## src/ctrlUnit_macros.svh

```systemverilog
`ifndef CTRL_UNIT_MACROS_SVH
`define CTRL_UNIT_MACROS_SVH

`define OP_RTYPE    6'b000000 // Also jr and jalr
`define OP_REGIMM   6'b000001 // bltz and bgez, selected by rt
`define OP_J        6'b000010
`define OP_JAL      6'b000011
`define OP_BEQ      6'b000100
`define OP_BNE      6'b000101
`define OP_BLEZ     6'b000110
`define OP_BGTZ     6'b000111
`define OP_ADDI     6'b001000
`define OP_ADDIU    6'b001001
`define OP_SLTI     6'b001010
`define OP_SLTIU    6'b001011
`define OP_ANDI     6'b001100
`define OP_ORI      6'b001101
`define OP_XORI     6'b001110
`define OP_LUI      6'b001111
`define OP_LB       6'b100000
`define OP_LH       6'b100001
`define OP_LW       6'b100011
`define OP_LBU      6'b100100
`define OP_LHU      6'b100101
`define OP_SB       6'b101000
`define OP_SH       6'b101001
`define OP_SW       6'b101011

`define FUNCT_SLL   6'b000000
`define FUNCT_SRL   6'b000010
`define FUNCT_SRA   6'b000011
`define FUNCT_SLLV  6'b000100
`define FUNCT_SRLV  6'b000110
`define FUNCT_SRAV  6'b000111
`define FUNCT_JR    6'b001000
`define FUNCT_JALR  6'b001001
`define FUNCT_ADD   6'b100000
`define FUNCT_ADDU  6'b100001
`define FUNCT_SUB   6'b100010
`define FUNCT_SUBU  6'b100011
`define FUNCT_AND   6'b100100
`define FUNCT_OR    6'b100101
`define FUNCT_XOR   6'b100110
`define FUNCT_NOR   6'b100111
`define FUNCT_SLT   6'b101010
`define FUNCT_SLTU  6'b101011

`define RT_BLTZ     5'b00000
`define RT_BGEZ     5'b00001

`endif

```

## src/ctrlPkg.sv

```systemverilog
package ctrlPkg;

    typedef logic [5:0] opcodeT;  // Instr[31:26]
    typedef logic [5:0] functT;   // Instr[5:0]
    typedef logic [4:0] regSelT;  // Register number

    typedef enum logic [5:0] {
        kindIllegal,
        kindAdd, kindAddu, kindSub, kindSubu,
        kindSll, kindSrl, kindSra, kindSllv, kindSrlv, kindSrav,
        kindAnd, kindOr, kindXor, kindNor, kindSlt, kindSltu,
        kindJr, kindJalr,
        kindAddi, kindAddiu, kindSlti, kindSltiu,
        kindAndi, kindOri, kindXori, kindLui,
        kindLw, kindLb, kindLbu, kindLh, kindLhu,
        kindSw, kindSh, kindSb,
        kindBeq, kindBne, kindBlez, kindBgtz, kindBltz, kindBgez,
        kindJ, kindJal
    } instrKindE;

    typedef enum logic [4:0] {
        aluNop, aluAdd, aluSub, aluSll, aluSrl, aluSra,
        aluAnd, aluOr, aluXor, aluNor, aluSlt, aluSltu,
        aluAndi, aluOri, aluXori, aluLui,
        aluBeq, aluBne, aluBlez, aluBgtz, aluBltz, aluBgez // Compares for the branch unit
    } aluOpE;

    typedef enum logic [1:0] {dstRt, dstRd, dstLink} regDstE;  // dstLink is r31
    typedef enum logic [1:0] {wbAluResult, wbMemData, wbPcPlus4} memtoRegE;
    typedef enum logic [1:0] {srcARegRs, srcAShamt} aluSrcAE;
    typedef enum logic [1:0] {srcBRegRt, srcBImm} aluSrcBE;
    typedef enum logic [1:0] {npcSeq, npcBranch, npcJump} npcTypeE;
    typedef enum logic {jmpTarget, jmpRegister} jumpSrcE; // Register means PC = GPR[rs]

    typedef enum logic [2:0] {rdNone, rdLw, rdLb, rdLbu, rdLh, rdLhu} memRdE;
    typedef enum logic [1:0] {wrNone, wrSw, wrSh, wrSb} memWrE;

endpackage

```

## src/ctrlWordIf.sv

```systemverilog
`timescale 1ns/1ps

interface ctrlWordIf;

    logic               regWrite;
    ctrlPkg::regDstE    regDst;
    ctrlPkg::memtoRegE  memtoReg;
    ctrlPkg::aluOpE     aluOp;
    ctrlPkg::aluSrcAE   aluSrcA;
    ctrlPkg::aluSrcBE   aluSrcB;

    logic               memRead;
    logic               memWrite;
    ctrlPkg::memRdE     memRdType;
    ctrlPkg::memWrE     memWrType;
    ctrlPkg::npcTypeE   npcType;
    logic               pcSrc;
    ctrlPkg::jumpSrcE   jumpSrc;
    logic               illegal;

    modport datapathSrc (output regWrite, regDst, memtoReg, aluOp, aluSrcA, aluSrcB);

    modport flowSrc (output memRead, memWrite, memRdType, memWrType,
                     npcType, pcSrc, jumpSrc, illegal);

    modport sink (input regWrite, regDst, memtoReg, aluOp, aluSrcA, aluSrcB,
                  memRead, memWrite, memRdType, memWrType,
                  npcType, pcSrc, jumpSrc, illegal);

endinterface

```

## src/instrClassify.sv

```systemverilog
`timescale 1ns/1ps
`include "ctrlUnit_macros.svh"

module instrClassify (
    input  ctrlPkg::opcodeT    opcode,
    input  ctrlPkg::functT     funct,
    input  ctrlPkg::regSelT    rt,
    output ctrlPkg::instrKindE instrKind
);

    always_comb
    begin
        instrKind = ctrlPkg::kindIllegal; // Anything not matched below
        case (opcode)
            `OP_RTYPE:
            begin
                case (funct)
                    `FUNCT_ADD:  instrKind = ctrlPkg::kindAdd;
                    `FUNCT_ADDU: instrKind = ctrlPkg::kindAddu;
                    `FUNCT_SUB:  instrKind = ctrlPkg::kindSub;
                    `FUNCT_SUBU: instrKind = ctrlPkg::kindSubu;
                    `FUNCT_SLL:  instrKind = ctrlPkg::kindSll;
                    `FUNCT_SRL:  instrKind = ctrlPkg::kindSrl;
                    `FUNCT_SRA:  instrKind = ctrlPkg::kindSra;
                    `FUNCT_SLLV: instrKind = ctrlPkg::kindSllv;
                    `FUNCT_SRLV: instrKind = ctrlPkg::kindSrlv;
                    `FUNCT_SRAV: instrKind = ctrlPkg::kindSrav;
                    `FUNCT_AND:  instrKind = ctrlPkg::kindAnd;
                    `FUNCT_OR:   instrKind = ctrlPkg::kindOr;
                    `FUNCT_XOR:  instrKind = ctrlPkg::kindXor;
                    `FUNCT_NOR:  instrKind = ctrlPkg::kindNor;
                    `FUNCT_SLT:  instrKind = ctrlPkg::kindSlt;
                    `FUNCT_SLTU: instrKind = ctrlPkg::kindSltu;
                    `FUNCT_JR:   instrKind = ctrlPkg::kindJr;
                    `FUNCT_JALR: instrKind = ctrlPkg::kindJalr;
                    default:     instrKind = ctrlPkg::kindIllegal;
                endcase
            end
            `OP_REGIMM:
            begin
                case (rt)
                    `RT_BLTZ: instrKind = ctrlPkg::kindBltz;
                    `RT_BGEZ: instrKind = ctrlPkg::kindBgez;
                    default:  instrKind = ctrlPkg::kindIllegal; // Other regimm forms unsupported
                endcase
            end
            `OP_ADDI:  instrKind = ctrlPkg::kindAddi;
            `OP_ADDIU: instrKind = ctrlPkg::kindAddiu;
            `OP_SLTI:  instrKind = ctrlPkg::kindSlti;
            `OP_SLTIU: instrKind = ctrlPkg::kindSltiu;
            `OP_ANDI:  instrKind = ctrlPkg::kindAndi;
            `OP_ORI:   instrKind = ctrlPkg::kindOri;
            `OP_XORI:  instrKind = ctrlPkg::kindXori;
            `OP_LUI:   instrKind = ctrlPkg::kindLui;
            `OP_LW:    instrKind = ctrlPkg::kindLw;
            `OP_LB:    instrKind = ctrlPkg::kindLb;
            `OP_LBU:   instrKind = ctrlPkg::kindLbu;
            `OP_LH:    instrKind = ctrlPkg::kindLh;
            `OP_LHU:   instrKind = ctrlPkg::kindLhu;
            `OP_SW:    instrKind = ctrlPkg::kindSw;
            `OP_SH:    instrKind = ctrlPkg::kindSh;
            `OP_SB:    instrKind = ctrlPkg::kindSb;
            `OP_BEQ:   instrKind = ctrlPkg::kindBeq;
            `OP_BNE:   instrKind = ctrlPkg::kindBne;
            `OP_BLEZ:  instrKind = ctrlPkg::kindBlez;
            `OP_BGTZ:  instrKind = ctrlPkg::kindBgtz;
            `OP_J:     instrKind = ctrlPkg::kindJ;
            `OP_JAL:   instrKind = ctrlPkg::kindJal;
            default:   instrKind = ctrlPkg::kindIllegal;
        endcase
    end

    // Known fields must always map to a defined kind
    always_comb
    begin
        assert final ($isunknown({opcode, funct, rt}) || !$isunknown(instrKind));
    end

endmodule

```

## src/datapathDecode.sv

```systemverilog
`timescale 1ns/1ps

module datapathDecode (
    input  ctrlPkg::instrKindE instrKind,
    ctrlWordIf.datapathSrc     word
);

    // ALU operation, named after the instruction
    always_comb
    begin
        case (instrKind)
            ctrlPkg::kindAdd, ctrlPkg::kindAddu,
            ctrlPkg::kindAddi, ctrlPkg::kindAddiu,
            ctrlPkg::kindLw, ctrlPkg::kindLb, ctrlPkg::kindLbu,
            ctrlPkg::kindLh, ctrlPkg::kindLhu,
            ctrlPkg::kindSw, ctrlPkg::kindSh, ctrlPkg::kindSb:
                word.aluOp = ctrlPkg::aluAdd; // Also address calculation
            ctrlPkg::kindSub, ctrlPkg::kindSubu:  word.aluOp = ctrlPkg::aluSub;
            ctrlPkg::kindSll, ctrlPkg::kindSllv:  word.aluOp = ctrlPkg::aluSll;
            ctrlPkg::kindSrl, ctrlPkg::kindSrlv:  word.aluOp = ctrlPkg::aluSrl;
            ctrlPkg::kindSra, ctrlPkg::kindSrav:  word.aluOp = ctrlPkg::aluSra;
            ctrlPkg::kindAnd:                     word.aluOp = ctrlPkg::aluAnd;
            ctrlPkg::kindOr:                      word.aluOp = ctrlPkg::aluOr;
            ctrlPkg::kindXor:                     word.aluOp = ctrlPkg::aluXor;
            ctrlPkg::kindNor:                     word.aluOp = ctrlPkg::aluNor;
            ctrlPkg::kindSlt, ctrlPkg::kindSlti:  word.aluOp = ctrlPkg::aluSlt;
            ctrlPkg::kindSltu, ctrlPkg::kindSltiu: word.aluOp = ctrlPkg::aluSltu;
            ctrlPkg::kindAndi:                    word.aluOp = ctrlPkg::aluAndi;
            ctrlPkg::kindOri:                     word.aluOp = ctrlPkg::aluOri;
            ctrlPkg::kindXori:                    word.aluOp = ctrlPkg::aluXori;
            ctrlPkg::kindLui:                     word.aluOp = ctrlPkg::aluLui;
            ctrlPkg::kindBeq:                     word.aluOp = ctrlPkg::aluBeq;
            ctrlPkg::kindBne:                     word.aluOp = ctrlPkg::aluBne;
            ctrlPkg::kindBlez:                    word.aluOp = ctrlPkg::aluBlez;
            ctrlPkg::kindBgtz:                    word.aluOp = ctrlPkg::aluBgtz;
            ctrlPkg::kindBltz:                    word.aluOp = ctrlPkg::aluBltz;
            ctrlPkg::kindBgez:                    word.aluOp = ctrlPkg::aluBgez;
            default:                              word.aluOp = ctrlPkg::aluNop;
        endcase
    end

    // Writeback and operand selects
    always_comb
    begin
        word.regWrite = 1'b0;
        word.regDst   = ctrlPkg::dstRt;
        word.memtoReg = ctrlPkg::wbAluResult;
        word.aluSrcA  = ctrlPkg::srcARegRs;
        word.aluSrcB  = ctrlPkg::srcBRegRt; // Branches compare rs with rt
        case (instrKind)
            ctrlPkg::kindSll, ctrlPkg::kindSrl, ctrlPkg::kindSra:
            begin
                word.regWrite = 1'b1;
                word.regDst   = ctrlPkg::dstRd;
                word.aluSrcA  = ctrlPkg::srcAShamt; // Constant shift amount
            end
            ctrlPkg::kindAdd, ctrlPkg::kindAddu, ctrlPkg::kindSub, ctrlPkg::kindSubu,
            ctrlPkg::kindSllv, ctrlPkg::kindSrlv, ctrlPkg::kindSrav,
            ctrlPkg::kindAnd, ctrlPkg::kindOr, ctrlPkg::kindXor, ctrlPkg::kindNor,
            ctrlPkg::kindSlt, ctrlPkg::kindSltu:
            begin
                word.regWrite = 1'b1;
                word.regDst   = ctrlPkg::dstRd;
            end
            ctrlPkg::kindAddi, ctrlPkg::kindAddiu, ctrlPkg::kindSlti, ctrlPkg::kindSltiu,
            ctrlPkg::kindAndi, ctrlPkg::kindOri, ctrlPkg::kindXori, ctrlPkg::kindLui:
            begin
                word.regWrite = 1'b1;
                word.aluSrcB  = ctrlPkg::srcBImm;
            end
            ctrlPkg::kindLw, ctrlPkg::kindLb, ctrlPkg::kindLbu,
            ctrlPkg::kindLh, ctrlPkg::kindLhu:
            begin
                word.regWrite = 1'b1;
                word.memtoReg = ctrlPkg::wbMemData;
                word.aluSrcB  = ctrlPkg::srcBImm;
            end
            ctrlPkg::kindSw, ctrlPkg::kindSh, ctrlPkg::kindSb:
                word.aluSrcB = ctrlPkg::srcBImm;
            ctrlPkg::kindJal, ctrlPkg::kindJalr:
            begin
                word.regWrite = 1'b1;
                word.regDst   = ctrlPkg::dstLink; // r31 gets the return address
                word.memtoReg = ctrlPkg::wbPcPlus4;
            end
            default:
                word.regWrite = 1'b0;
        endcase
    end

endmodule

```

## src/flowMemDecode.sv

```systemverilog
`timescale 1ns/1ps

module flowMemDecode (
    input  ctrlPkg::instrKindE instrKind,
    ctrlWordIf.flowSrc         word
);

    always_comb
    begin
        word.memRdType = ctrlPkg::rdNone;
        word.memWrType = ctrlPkg::wrNone;
        word.npcType   = ctrlPkg::npcSeq;    // Illegal kind stays sequential
        word.jumpSrc   = ctrlPkg::jmpTarget;
        case (instrKind)
            ctrlPkg::kindLw:  word.memRdType = ctrlPkg::rdLw;
            ctrlPkg::kindLb:  word.memRdType = ctrlPkg::rdLb;
            ctrlPkg::kindLbu: word.memRdType = ctrlPkg::rdLbu;
            ctrlPkg::kindLh:  word.memRdType = ctrlPkg::rdLh;
            ctrlPkg::kindLhu: word.memRdType = ctrlPkg::rdLhu;
            ctrlPkg::kindSw:  word.memWrType = ctrlPkg::wrSw;
            ctrlPkg::kindSh:  word.memWrType = ctrlPkg::wrSh;
            ctrlPkg::kindSb:  word.memWrType = ctrlPkg::wrSb;
            ctrlPkg::kindBeq, ctrlPkg::kindBne, ctrlPkg::kindBlez,
            ctrlPkg::kindBgtz, ctrlPkg::kindBltz, ctrlPkg::kindBgez:
                word.npcType = ctrlPkg::npcBranch; // Resolved by the EX branch unit
            ctrlPkg::kindJ, ctrlPkg::kindJal:
                word.npcType = ctrlPkg::npcJump;
            ctrlPkg::kindJr, ctrlPkg::kindJalr:
            begin
                word.npcType = ctrlPkg::npcJump;
                word.jumpSrc = ctrlPkg::jmpRegister; // PC = GPR[rs]
            end
            default:
                word.npcType = ctrlPkg::npcSeq;
        endcase
    end

    // Enables follow from the selected types
    assign word.memRead  = (word.memRdType != ctrlPkg::rdNone);
    assign word.memWrite = (word.memWrType != ctrlPkg::wrNone);
    assign word.pcSrc    = (word.npcType == ctrlPkg::npcBranch);
    assign word.illegal  = (instrKind == ctrlPkg::kindIllegal);

    // A single instruction never reads and writes memory
    always_comb
    begin
        assert final (!(word.memRead && word.memWrite));
    end

endmodule

```

## src/ctrlHandshake.sv

```systemverilog
`timescale 1ns/1ps

module ctrlHandshake (
    input  logic               clk,
    input  logic               arstN,
    input  logic               req,
    ctrlWordIf.sink            word,
    output logic               ack,
    output logic               regWrite,
    output ctrlPkg::regDstE    regDst,
    output ctrlPkg::memtoRegE  memtoReg,
    output ctrlPkg::aluOpE     aluOp,
    output ctrlPkg::aluSrcAE   aluSrcA,
    output ctrlPkg::aluSrcBE   aluSrcB,
    output logic               memRead,
    output logic               memWrite,
    output ctrlPkg::memRdE     memRdType,
    output ctrlPkg::memWrE     memWrType,
    output ctrlPkg::npcTypeE   npcType,
    output logic               pcSrc,
    output ctrlPkg::jumpSrcE   jumpSrc,
    output logic               illegalInstr
);

    typedef enum logic {stIdle, stAckHigh} hsStateE;

    hsStateE state;
    logic    capture;

    assign capture = (state == stIdle) && req; // New request seen
    assign ack     = (state == stAckHigh);

    always_ff @(posedge clk or negedge arstN)
    begin
        if (!arstN)
            state <= stIdle;
        else if (capture)
            state <= stAckHigh;
        else if (ack && !req)
            state <= stIdle; // Requester has dropped req
    end

    always_ff @(posedge clk or negedge arstN)
    begin
        if (!arstN)
        begin
            {regWrite, memRead, memWrite, pcSrc, illegalInstr} <= '0;
            regDst    <= ctrlPkg::dstRt;
            memtoReg  <= ctrlPkg::wbAluResult;
            aluOp     <= ctrlPkg::aluNop;
            aluSrcA   <= ctrlPkg::srcARegRs;
            aluSrcB   <= ctrlPkg::srcBRegRt;
            memRdType <= ctrlPkg::rdNone;
            memWrType <= ctrlPkg::wrNone;
            npcType   <= ctrlPkg::npcSeq;
            jumpSrc   <= ctrlPkg::jmpTarget;
        end
        else if (capture)
        begin
            regWrite     <= word.regWrite;
            regDst       <= word.regDst;
            memtoReg     <= word.memtoReg;
            aluOp        <= word.aluOp;
            aluSrcA      <= word.aluSrcA;
            aluSrcB      <= word.aluSrcB;
            memRead      <= word.memRead;
            memWrite     <= word.memWrite;
            memRdType    <= word.memRdType;
            memWrType    <= word.memWrType;
            npcType      <= word.npcType;
            pcSrc        <= word.pcSrc;
            jumpSrc      <= word.jumpSrc;
            illegalInstr <= word.illegal;
        end
    end

    ackAfterReq: assert property (@(posedge clk) disable iff (!arstN)
        $rose(ack) |-> $past(req));

    // Held word must not move while the requester can still sample it
    stableWhileAck: assert property (@(posedge clk) disable iff (!arstN)
        ack |=> $stable({regWrite, regDst, memtoReg, aluOp, aluSrcA, aluSrcB, memRead,
                         memWrite, memRdType, memWrType, npcType, pcSrc, jumpSrc,
                         illegalInstr}));

    illegalIsSafe: assert property (@(posedge clk) disable iff (!arstN)
        illegalInstr |-> !(regWrite || memRead || memWrite));

endmodule

```

## src/controlUnit.sv

```systemverilog
`timescale 1ns/1ps

module controlUnit (
    input  logic               clk,
    input  logic               arstN,
    input  logic               req,
    input  ctrlPkg::opcodeT    opcode,
    input  ctrlPkg::functT     funct,
    input  ctrlPkg::regSelT    rt,
    output logic               ack,
    output logic               regWrite,
    output ctrlPkg::regDstE    regDst,
    output ctrlPkg::memtoRegE  memtoReg,
    output ctrlPkg::aluOpE     aluOp,
    output ctrlPkg::aluSrcAE   aluSrcA,
    output ctrlPkg::aluSrcBE   aluSrcB,
    output logic               memRead,
    output logic               memWrite,
    output ctrlPkg::memRdE     memRdType,
    output ctrlPkg::memWrE     memWrType,
    output ctrlPkg::npcTypeE   npcType,
    output logic               pcSrc,
    output ctrlPkg::jumpSrcE   jumpSrc,
    output logic               illegalInstr
);

    ctrlPkg::instrKindE instrKind;

    ctrlWordIf word (); // Combinational control word

    instrClassify uClassify (
        .opcode    (opcode),
        .funct     (funct),
        .rt        (rt),
        .instrKind (instrKind)
    );

    datapathDecode uDatapath (
        .instrKind (instrKind),
        .word      (word.datapathSrc)
    );

    flowMemDecode uFlowMem (
        .instrKind (instrKind),
        .word      (word.flowSrc)
    );

    ctrlHandshake uHandshake (
        .clk          (clk),
        .arstN        (arstN),
        .req          (req),
        .word         (word.sink),
        .ack          (ack),
        .regWrite     (regWrite),
        .regDst       (regDst),
        .memtoReg     (memtoReg),
        .aluOp        (aluOp),
        .aluSrcA      (aluSrcA),
        .aluSrcB      (aluSrcB),
        .memRead      (memRead),
        .memWrite     (memWrite),
        .memRdType    (memRdType),
        .memWrType    (memWrType),
        .npcType      (npcType),
        .pcSrc        (pcSrc),
        .jumpSrc      (jumpSrc),
        .illegalInstr (illegalInstr)
    );

endmodule

```

## config.mk

```make
export PLATFORM = sky130hd
export DESIGN_NAME = controlUnit
export DESIGN_NICKNAME = d
export VERILOG_FILES = /design/src/ctrlPkg.sv /design/src/ctrlWordIf.sv /design/src/instrClassify.sv /design/src/datapathDecode.sv /design/src/flowMemDecode.sv /design/src/ctrlHandshake.sv /design/src/controlUnit.sv
export VERILOG_INCLUDE_DIRS = /design/src /design/src/src
export SDC_FILE = /design/constraint.sdc
export NUM_CORES = 1
export LEC_CHECK = 0
export ABC_AREA = 1
export BUFFER_PORTS_ARGS = -buffer_cell sky130_fd_sc_hd__buf_2
export CAP_MARGIN = 20
export CORE_MARGIN = 2
export CORE_UTILIZATION = 46
export CTS_CLUSTER_DIAMETER = 100
export DETAILED_ROUTE_END_ITERATION = 12
export PLACE_DENSITY_LB_ADDON = 0.2
export SLEW_MARGIN = 20
export SYNTH_ARGS = -nofsm -noshare
export SYNTH_HDL_FRONTEND = slang
export SYNTH_SLANG_ARGS = --single-unit
```

## constraint.sdc

```tcl
create_clock -name clk -period 1.4 [get_ports clk]
set_input_delay 0.28 -clock clk [delete_from_list [all_inputs] [get_ports clk]]
set_output_delay 0.28 -clock clk [all_outputs]
set_load 0.02 [all_outputs]
```

* Word level (Yosys, flattened, before mapping)
Memories as Yosys holds them, arrays and structs flattened. A register that Yosys moved wholly into a read port is not among the register bits.
Cells that the tools add are included.
** Word-level totals
- Memories :: 2
- ROM bits :: 640
- Bits of input ports :: 20
- Logic and storage cells :: 116
- Flip-flop bits (word level) :: 22
** Operators by class
- Mux-type cells :: 13
- Equality and inequality tests :: 67
- Reduce and logical (&&, ||, !) cells :: 19
- Bitwise gates (word level) :: 1
** Memory list
- (name not given) :: depth 64, width 5, read ports 1, clocked after Yosys merged registers in 0, write ports 0, RTL line instrClassify.sv:17 : case (funct)
- (name not given) :: depth 64, width 5, read ports 1, clocked after Yosys merged registers in 1, write ports 0, RTL line datapathDecode.sv:11 : case (instrKind)
** Operator list (number)
- 6-bit one-hot mux with 24 select lines :: 1
- 6-bit equality test (second input constant) :: 19
- 6-bit by 4-bit equality test with 1-bit output (second input constant) :: 16
- 6-bit by 5-bit equality test with 1-bit output (second input constant) :: 16
- 6-bit by 3-bit equality test with 1-bit output (second input constant) :: 8
- 16-bit OR reduction :: 2
- 31-bit OR reduction :: 1
- 6-bit by 2-bit equality test with 1-bit output (second input constant) :: 4
- 3-bit one-hot mux with 5 select lines :: 1
- 6-bit by 1-bit equality test with 1-bit output (second input constant) :: 2
- 6-bit logical NOT :: 2
- 2-bit one-hot mux with 2 select lines :: 3
- 6-bit one-hot mux with 2 select lines :: 1
- 1-bit two-way mux :: 6
- 2-bit one-hot mux with 3 select lines :: 1
- 6-bit OR reduction :: 1
- 5-bit by 1-bit equality test with 1-bit output (second input constant) :: 1
- 5-bit logical NOT :: 1
- 5-bit OR reduction :: 1
- 2-bit nonzero test :: 2
- 2-bit OR reduction :: 2
- 4-bit OR reduction :: 1
- 3-bit nonzero test :: 1
- 3-bit OR reduction :: 1
- other kinds (4) :: 6

* Logic depth before layout (Yosys ltp)
Gate-level depths: netlist (run 1).
- Depth after elaboration :: 7
- Mapped depth :: 21

* Cells and area by module
From an unflattened synthesis (run 1), not the netlist that was laid out.
** Unflattened totals
- Cells, all modules :: 488
- Area, all modules :: 2841.5 sq um
** By module, submodules not included
- ctrlHandshake :: cells each 117, area each 1057.3 sq um, times used 1, seq. area each 675.6 sq um
- datapathDecode :: cells each 161, area each 823.3 sq um, times used 1, seq. area each 0.0 sq um
- instrClassify :: cells each 157, area each 747.0 sq um, times used 1, seq. area each 0.0 sq um
- flowMemDecode :: cells each 53, area each 214.0 sq um, times used 1, seq. area each 0.0 sq um

* Worst setup path before layout (run 1)
OpenSTA, ideal clock, no wires.
- Path type :: input-to-reg
- From :: in funct[1]
- To :: reg uHandshake.regWrite
- Path buffers :: 0
- Data required time :: 1283 ps
- Stages on the path :: 20
- Arrival :: 2304 ps
- Slack :: -1021 ps
- Setup time :: 117 ps
- Cell sequence :: inv_1 -> ha_1 -> inv_1 -> nor2_1 -> o21ai_0 -> o211ai_1 -> a21oi_1 -> nor2_1 -> inv_1 -> ha_1 -> nor2_1 -> inv_1 -> nand3_4 -> nand3_2 -> nand2_1 -> nand2_1 -> nor2_1 -> nand2_1 -> nor2_1 -> nor2_1
** Between the ends
- Cells in the longest elaborated chain, start to end :: 5
- Elaborated cells between the ends (all ways) :: 35
- Classes of those cells :: 31 x eq/ne; 2 x mux; 1 x reduce/logical; 1 x memory
** RTL lines
- start: declaration :: RTL line controlUnit.sv:8 : input ctrlPkg::functT funct,
- memory read 64 x 5 bit (*)
- 6-bit one-hot mux with 24 select lines (*) :: RTL line instrClassify.sv:14 : case (opcode)
- 6-bit by 1-bit equality test with 1-bit output (tied with other cells) :: RTL line datapathDecode.sv:50 : case (instrKind)
- 31-bit OR reduction (no line) (*)
- 1-bit two-way mux (*) :: RTL line datapathDecode.sv:50
- end signal: assignment :: RTL line ctrlHandshake.sv:60 : regWrite <= word.regWrite;
- end: declaration :: RTL line ctrlHandshake.sv:9 : output logic regWrite,
Mark *: on every way between the ends. The rest lies on a longest branch, timed or not.
A chain may end at the register's enable or synchronous reset.

* Final worst setup path (run 1)
- From :: in funct[0]
- To :: reg uHandshake.npcType[0]
** Between the ends
- Cells in the longest elaborated chain, start to end :: 5
- Elaborated cells between the ends (all ways) :: 15
- Classes of those cells :: 10 x eq/ne; 2 x mux; 2 x reduce/logical; 1 x memory
** RTL lines
- memory read 64 x 5 bit (*)
- 6-bit one-hot mux with 24 select lines (*) :: RTL line instrClassify.sv:14
- 6-bit equality test / 6-bit by 5-bit equality test with 1-bit output (equally long branches) :: RTL line flowMemDecode.sv:14 : case (instrKind)
- 6-bit OR reduction / 4-bit OR reduction (equally long branches)
- 2-bit one-hot mux with 2 select lines (*) :: RTL line flowMemDecode.sv:14
- end signal: assignment :: RTL line ctrlHandshake.sv:55 : npcType <= ctrlPkg::npcSeq;
- end signal: assignment :: RTL line ctrlHandshake.sv:70 : npcType <= word.npcType;
- end: declaration :: RTL line ctrlHandshake.sv:19 : output ctrlPkg::npcTypeE npcType,
Marks and branches as above.

==> results list, run 1 <==
* Reg-to-reg setup timing slack: -0.13 ns
- Compared with the post-synthesis result, the final layout area differs by 70.5%.
- Setup repair after global routing could not meet its margin everywhere.
- Total Wirelength: about 11000 um
- Total congestion overflow after global routing: 0
- Most area-consuming cells after synthesis: sky130_fd_sc_hd__dfrtp_1, sky130_fd_sc_hd__nand2_1, sky130_fd_sc_hd__ha_1
- The clock arrives with between 0.01 and 0.015 ns of skew.
- Hold timing on the final database bottoms out at a slack of -0.0201 ns.
- Counting flops with an async set or reset pin after synthesis yields a share of 1.00.
* Number of antenna violations at the first check in global routing: 0
- Clock period minus final worst setup slack: between 2 and 2.5 ns
* Sw Share: 0.437
- The share of the Yosys chip area taken by registers is 0.249.
- Mapped Cells: between 300 and 400
* Instance count on the critical path: 19
- Wire length of the first global-routing pass: between 10000 and 15000 um
* Buffers & Inverters on Critical Path: 7
* Startpoint of the worst-slack reg-to-reg timing path: uHandshake.ack
- Walking the worst path, the cells encountered are buf_12 > inv_12 > ha_4 > inv_4 > nor2_4 > o21ai_1 > o211ai_1 > a21oi_2 > nor2_4 > inv_4 > ha_4 > nor2_4 > inv_4 > nand3_4 > nand3_2 > buf_4 > buf_4 > o21ai_4 > nand2_1.
- The congestion estimate from routability-driven global placement came to around 0.93.
- The floorplan step defined a die boundary enclosing 6080 um^2.
* Outcome: finished, violations left
* Share of layout cells above drive strength 1: 0.543
* Peak ir drop on the vdd network: 851 uV
* H-tree levels: 1
- TritonCTS built the clock tree.
- Fraction of synthesized cell area taken by the top area cell type: 0.249
- Period Utilization, post-route: 1.64
- Prior to clock tree synthesis, the placed netlist has a worst setup slack of -1.15 ns.
- The number of placed instances, taps included, is 560.
- Placeable core region: 5200 um^2
* Number of antenna cells inserted: 0
* Dominant register cell in the synthesized netlist: sky130_fd_sc_hd__dfrtp_1
* Horizontal die dimension: between 70 and 80 um
- The number of failing hold endpoints at the final stage is 15.
* Count of distinct cell types in the synthesized netlist: 35
- Slowest cell delay on critical path: 0.27 ns
- In this run the critical register-to-register path is captured at uHandshake.aluOp[1].
- Post-Syn Area per Cell: around 6.7 um^2
- In the final layout, the multi-input gates occupy a little over 2000 um^2.
* Clock share of power: 0.134
- Clk root buf: sky130_fd_sc_hd__clkbuf_8
- The worst setup path is of the input pin to flip-flop kind.
* Critical Path End Type: flip-flop
- Maximum buffer depth of the clock tree: 2
* First drt pass iteration count: 5
- Starting density of the core: 0.484
* Total half-perimeter wirelength after legalization and detailed placement: between 5000 and 6000 um
- Vias in the first global route: 2872
* Post-Layout Cell Count: between 500 and 600
- Derived from the worst setup path, the maximum achievable clock frequency is around 440 MHz.
- Type of origin of the critical path: input pin
* Area taken by flip-flops and latches: between 600 and 700 um^2
* Worst Tran Pin Value: between 0.5 and 0.6 ns
- For this design, the CTS-stage hold fixing added 0 buffers.
- The critical path starts at funct[0].
- Data arrival time of the worst path: about 2.5 ns
* Number of primary I/O pins: 47
- Remaining number of nets flagged by the antenna check after routing: 0
* Path depth of the worst reg2reg path: 6
- Number of flops mapped to enable cells by yosys: 0
* Clk pin slew, worst setup/hold paths: ~0.10 ns
- On the critical path, the stage with the largest delay is an instance of sky130_fd_sc_hd__ha_4.
- Flip-flop and latch count after synthesis: 25
- Of the total power, registers draw 0.285.
* Clk sink count: 25
* Global Route Usage Sum: 0.268
- Detailed routing inserted a total of roughly 3400 vias.
- Setup violations remaining at the end of the flow were counted as 25.
- For the worst setup path, the data required time is between 1.5 and 2 ns.
- The finished cells cover between 4000 and 5000 um^2.
- Placed Instance Area: about 3500 um^2
- The die is a little under 80 um tall.
* Post-Syn Area: 2520 um^2
- During synthesis, Yosys emitted a total of 0 warnings.
- Internal portion of total power: approximately 1.9 mW
- In this run the tool buffered the top-level ports with 44 buffer cells.
* Via density: 5.76
- Final Total Pwr: between 3 and 4 mW
- In this run the worst setup path terminates at uHandshake.npcType[0].
- Library cell occupying the most area in the post-synthesis netlist: sky130_fd_sc_hd__dfrtp_1
- Net count, final: between 500 and 600
- The analysis attributes to net switching a power of roughly 1.4 mW.
- Classification of the worst-slack hold path: input pin to async pin
- Number of max-cap violations: 0
- The floorplan has 26 rows.
- Broken down by cell family, the worst path's largest delay share belongs to simple AND/OR/NAND/NOR gates.
- Wire per inst: 18.0 um
- Final max-slew violation count: 0
- Number of remaining DRC errors: 0
- In the post-route analysis, the smallest setup slack over all paths is -0.894 ns.
- The worst pin sits at a relative slew slack of 0.618.
* Violations in the final reports: negative hold slack, negative setup slack
- Number of buffers created by CTS: 3
- Clk_lat worst skew: ~0.28 ns
- Maximum number of pins on one net before global-route repair: 26
- The first routing iteration left 330 violations.
- Static leakage: ~2.3 nW
* Gate power share: 0.581
- Counting the fill cells in the layout gives ~320.
- Pwr/cell area: slightly below 800 nW/um^2
* Peak fanout along the critical path: 5
==> cells by family (layout without fill, tap and decap cells) <==
group           after synthesis  in the layout  synth area share
simple gates                233            234             0.457
other cells                   1              2           0.00149
flops                        25             25             0.249
compound gates               48             48             0.117
buf+inv                      57            206             0.106
fa+ha+maj                    14             14            0.0696
==> cells in the final DEF (no fill, tap or decap), types with 8 or more instances in the layout <==
master | netlist | final
sky130_fd_sc_hd__o21ai_1 | 3 | 9
sky130_fd_sc_hd__buf_12 | 0 | 8
sky130_fd_sc_hd__nand2_1 | 111 | 97
sky130_fd_sc_hd__nor2_1 | 44 | 30
sky130_fd_sc_hd__nand2_2 | 6 | 16
sky130_fd_sc_hd__nand3_1 | 27 | 23
sky130_fd_sc_hd__nand3_2 | 11 | 15
sky130_fd_sc_hd__inv_1 | 32 | 19
sky130_fd_sc_hd__buf_4 | 4 | 88
sky130_fd_sc_hd__inv_2 | 11 | 16
sky130_fd_sc_hd__dfrtp_1 | 25 | 25
sky130_fd_sc_hd__nor2_4 | 9 | 18
sky130_fd_sc_hd__o211ai_1 | 8 | 8
sky130_fd_sc_hd__buf_2 | 1 | 39
sky130_fd_sc_hd__buf_6 | 5 | 22
sky130_fd_sc_hd__nor2_2 | 8 | 13
sky130_fd_sc_hd__ha_4 | 0 | 9
==> power by group through the flow <==
stage | sequential (mW) | combinational (mW) | clock, mW
final | 0.944 | 1.93 | 0.445
after CTS | 0.939 | 1.58 | 0.446
after detailed placement | 0.952 | 1.47 | 0
after global routing | 0.963 | 2.04 | 0.487
after global placement | 0.952 | 1.44 | 0
after floorplan | 1.14 | 0.683 | 0
==> final cells by class <==
| class | instances | share of cell area |
|---|---|---|
| clock buffers | 3 | 0.00962 |
| clock inverters | 1 | 0.00175 |
| inverters | 43 | 0.0469 |
| multi-input cells | 298 | 0.469 |
| flip-flops and latches | 25 | 0.146 |
| well taps | 70 | 0.0204 |
| repair buffers | 159 | 0.306 |
==> sequential cells by signal, indices dropped and copies added (netlist names) <==
signal                   cells
uHandshake.regWrite          1
uHandshake.memWrite          1
uHandshake.aluOp             5
uHandshake.aluSrcA           1
uHandshake.illegalInstr      1
uHandshake.pcSrc             1
uHandshake.memRead           1
uHandshake.memtoReg          2
uHandshake.ack               1
uHandshake.memRdType         3
uHandshake.aluSrcB           1
uHandshake.jumpSrc           1
uHandshake.npcType           2
uHandshake.memWrType         2
uHandshake.regDst            2
==> through the flow <==
step	util	TNS (ns)	hold WS (ns)
after floorplan	-	-12.72	-0.0156
after global placement	0.674	-22.40	0.292
after detailed placement	0.674	-24.14	0.309
after global routing	0.825	-18.80	0.0200
after CTS	0.734	-13.00	0.00993
final	0.825	-17.27	-0.0201
==> per-layer routing <==
layer	up-vias	routed length, um	GRT usage
met1	1606	4310	0.363
met2	260	5150	0.469
met5	-	0	0
met3	54	937	0.0314
met4	0	403	0.0404
li1	1528	-	-
==> cells in the mapped netlist, types with 4 or more instances <==
cell                       count
sky130_fd_sc_hd__nor2_4        9
sky130_fd_sc_hd__a21oi_1      12
sky130_fd_sc_hd__nand4_1       7
sky130_fd_sc_hd__o211ai_1      8
sky130_fd_sc_hd__nor2_1       44
sky130_fd_sc_hd__nor2_2        8
sky130_fd_sc_hd__nand2_1     111
sky130_fd_sc_hd__clkbuf_1      4
sky130_fd_sc_hd__inv_2        11
sky130_fd_sc_hd__o21ai_0      14
sky130_fd_sc_hd__nand3_2      11
sky130_fd_sc_hd__buf_6         5
sky130_fd_sc_hd__buf_4         4
sky130_fd_sc_hd__dfrtp_1      25
sky130_fd_sc_hd__nor3_1        4
sky130_fd_sc_hd__nand3_1      27
sky130_fd_sc_hd__ha_1         14
sky130_fd_sc_hd__nand2_2       6
sky130_fd_sc_hd__inv_1        32
==> worst min path at each step <==
stage               startpoint                       to  slack [ns]
floorplan                arstN           uHandshake.ack       -0.02
global placement         arstN  uHandshake.memRdType[1]        0.29
detailed placement       arstN       uHandshake.jumpSrc        0.31
CTS                      arstN      uHandshake.aluOp[0]        0.01
global route             arstN       uHandshake.jumpSrc        0.02
finish                   arstN       uHandshake.jumpSrc       -0.02
==> timing repair <==
item | 4_1_cts | 5_1_grt
endpoints found under the setup margin | 24 | 24
setup buffers | 12 | 24
gates cloned | 1 | 2
resized for setup | 40 | 73
pin swaps | 16 | 53
Power figures use the tool's default switching activity.
==> run 2, diff against run 1 <==
--- a/config.mk
+++ b/config.mk
@@ -9,6 +9,7 @@
 export ABC_AREA = 1
 export BUFFER_PORTS_ARGS = -buffer_cell sky130_fd_sc_hd__buf_2
 export CAP_MARGIN = 20
+export CORE_ASPECT_RATIO = 0.75
 export CORE_MARGIN = 2
 export CORE_UTILIZATION = 46
 export CTS_CLUSTER_DIAMETER = 100
==> results list, run 2 (synthesized netlist as in run 1, its figures left out) <==
* Routed vias: 3149 (-8.7%)
* Final Worst Setup Slack: -0.889 ns (+0.00561 ns)
- The tightest hold margin is -0.00765 ns (+0.0124 ns).
* TritonCTS clock tree: done
* Sw Share: 0.440 (+0.00306)
* Starting density of the core: 0.473 (-0.0108)
- The critical path goes through buf_12 > inv_12 > ha_2 > nand2_2 > a21oi_4 > o21ai_2 > a21oi_2 > nor2_4 > buf_4 > ha_4 > o211ai_1 > nand2_1 > nand2_1 > nand2_1 > nor2_1 > nand2_1 > nor2_1 > nor2_1.
* Peak fanout along the critical path: 6 (+1)
- Placeable core region: 5320 um^2 (+2.3%)
- STA classifies the critical path endpoint as a flip-flop.
* Largest register by flop count: uHandshake.aluOp
- The count of standard-cell rows came to 23 (-12%).
* Largest register FFs: 5 (unchanged)
- The portion of the clock cycle consumed by the worst path in the final layout was 1.63 (-0.00401).
- Fillers: 390 (+24%)
- The via count of the first global-routing pass came to 2839 (-1.1%).
- The checks that failed: negative hold slack, negative setup slack.
- Clk pin slew, worst setup/hold paths: 0.09 ns (about the same)
* Slew headroom: 0.605 (-0.0133)
- Clk sink count: 25 (unchanged)
- Critical Path Slowest Stage Cell: sky130_fd_sc_hd__o211ai_1
- The total clock buffers created by CTS was 3 (unchanged).
- Placed Instance Area: 3460 um^2 (-1.2%)
- The first-pass GRT wire length was 13000 um (-2.5%).
- The count of final setup violators came to 24 (-4.0%).
* Maximum buffer depth of the clock tree: 2 (unchanged)
* Startpoint of the worst-slack reg-to-reg timing path: uHandshake.ack
- Remaining number of nets flagged by the antenna check after routing: 0 (unchanged)
- Number of antenna cells inserted: 0 (unchanged)
- The weighted congestion at the end of routability-driven global placement came to 0.952 (+2.7%).
- The min-delay analysis places its worst path in the category input pin to async pin.
* Gate power share: 0.551 (-0.030)
* Overall die area: 6090 um^2 (+0.10%)
* Internal portion of total power: 1.76 mW (-5.7%)
- The data required time of the critical path came to 1.57 ns (about the same).
- The CTS H-tree depth is 1 (unchanged).
* Outcome: finished, violations left
- Number of remaining DRC errors: 0 (unchanged)
- Skew final: 0.00568 ns (-0.00712 ns)
- Place WS: -1.18 ns (-0.0326 ns)
- The number of cells in the design after placement came to 565 (+0.89%).
- Horizontal die dimension: 89.4 um (+15%)
- Maximum number of pins on one net before global-route repair: 26 (unchanged)
- From synthesis to final layout, the design area changed by 59.1%.
- Seq pwr share: 0.304 (+0.019)
- Critical setup path kind: input pin to flip-flop
- Clock period minus final worst setup slack: 2.29 ns (-0.00561 ns)
- DRT iter0 DRCs: 361 (+9.4%)
- Final max-slew violation count: 0 (unchanged)
- The critical path data arrival time came to 2.46 ns (about the same).
* Pwr/cell area: 786 nW/um^2 (+1.6%)
* Global Route Usage Sum: 0.275 (+0.00659)
- The library cells used most frequently in the layout, excluding fill and tap cells, are sky130_fd_sc_hd__nand2_1, sky130_fd_sc_hd__buf_4, sky130_fd_sc_hd__buf_2.
* Net count, final: 548 (-2.8%)
* Peak ir drop on the vdd network: 433 uV (-49%)
* Number of max-cap violations: 0 (unchanged)
* Slowest cell delay on critical path: 0.25 ns (-0.02 ns)
- The count of port buffers added during placement is 44 (unchanged).
* Clock share of power: 0.145 (+0.011)
* Via density: 5.36 (-7.0%)
* Clk root buf: sky130_fd_sc_hd__clkbuf_8
* Wire per inst: 15.6 um (-13%)
- Switching power: 1.38 mW (-4.5%)
- The global route total overflow is 0 (unchanged).
* Worst Tran Pin Value: 0.593 ns (+0.0200 ns)
- By instance count, the cell type seen most on the critical path is sky130_fd_sc_hd__nand2_1.
- Total Wirelength: 9190 um (-15%)
- Share of layout cells above drive strength 1: 0.511 (-0.0318)
- Static leakage: 2.15 nW (-6.4%)
- Utilization after layout: 0.752 (-0.0722)
- Maximum clock rate: 437 MHz (+0.25%)
- STA classifies the critical path startpoint as an input pin.
- Setup repair after global routing could not meet its margin everywhere.
- Post-Layout Cell Count: 588 (-1.8%)
- The number of antenna violations at the first check in global routing came to 0 (unchanged).
- Most common cell after layout, fill and taps aside: sky130_fd_sc_hd__nand2_1
* Number of hold-repair buffers added at the cts stage: 0 (unchanged)
* First drt pass iteration count: 5 (unchanged)
- Clk_lat worst skew: 0.28 ns (about the same)
- Footprint of the multi-input gates: 1980 um^2 (-1.7%)
* Area taken by flip-flops and latches: 626 um^2 (unchanged)
- The summed area of non-filler cells in the final layout came to 4010 um^2 (-6.7%).
- The chip height is 68.1 um (-13%).
- In the final layout, the registers with the most flip-flops are uHandshake.aluOp (5), uHandshake.memRdType (3).
- The estimated wirelength of the detail-placed design came to 5860 um (-1.2%).
- Hold Violations, Final: 15 (unchanged)
- CP startpoint: funct[0]
- Number of primary I/O pins: 47 (unchanged)
run 2: cell types whose count changed in the layout (fill, tap and decap cells not counted), sizes merged:
cell	before	now
buf	157	143
clkbuf	5	3
nand3	41	40
nor2	61	62
run 2: timing repair:
item	CTS	global route
setup endpoints to repair	24	24
pin swaps	43	19
resized for setup	60	27
cloned	1	0
setup buffers	16	2
hold endpoints to repair	0	0
run 2: power by group through the flow:
stage          Clock [mW]  Combinational, mW  Sequential [mW]
5_1_grt             0.484               1.86            0.977
3_5_place_dp            0               1.42            0.954
4_1_cts             0.451               1.59            0.941
6_report            0.455               1.73            0.956
3_3_place_gp            0               1.39            0.952
2_1_floorplan           0              0.683             1.14
run 2: layer usage:
metal  track usage  vias to the layer above  share of wire  wire length (um)
li1              -                     1497              -                 -
met1         0.376                     1452           0.44              4000
met2         0.449                      169           0.47              4330
met3        0.0519                       31          0.074               682
met4        0.0672                        0          0.019               176
met5             0                        -              0                 0
run 2: layout make-up:
cell class,instances,share of cell area
Timing Repair Buffer,143,0.264
Sequential cell,25,0.156
Inverter,43,0.0497
Clock inverter,1,0.00187
Multi-Input combinational cell,298,0.494
Tap cell,75,0.0234
Clock buffer,3,0.0103
run 2: path summary, 6_finish.rpt:
| check | cells past startpoint | slack, ns | endpoint |
|---|---|---|---|
| max in group asynchronous | 1 | 1.02 | uHandshake.illegalInstr |
| setup / recovery | 18 | -0.89 | uHandshake.regWrite |
| hold reg to reg | 2 | 0.47 | uHandshake.memWrType[1] |
| setup reg to reg | 6 | -0.02 | uHandshake.aluSrcB[0] |
| min in group clk | 3 | 0.35 | uHandshake.ack |
| hold / removal | 1 | -0.008 | uHandshake.regDst[1] |
run 2: critical path: cells and delay by family:
kind | cells | cell delay (ns)
AO/OA/AOI/OAI | 4 | 0.75
AND/OR/NAND/NOR | 9 | 0.73
adder cells (fa/ha/maj) | 2 | 0.39
buffers and inverters | 3 | 0.31
run 2: through the flow:
step / hold WS (ns) / power, mW / TNS, ns
after floorplan: -0.0156 / 1.82 / -12.72
after global placement: 0.292 / 2.34 / -22.23
after detailed placement: 0.302 / 2.37 / -24.12
after CTS: 0.00310 / 2.98 / -12.52
after global routing: 0.0207 / 3.32 / -18.22
final: -0.00765 / 3.15 / -15.94
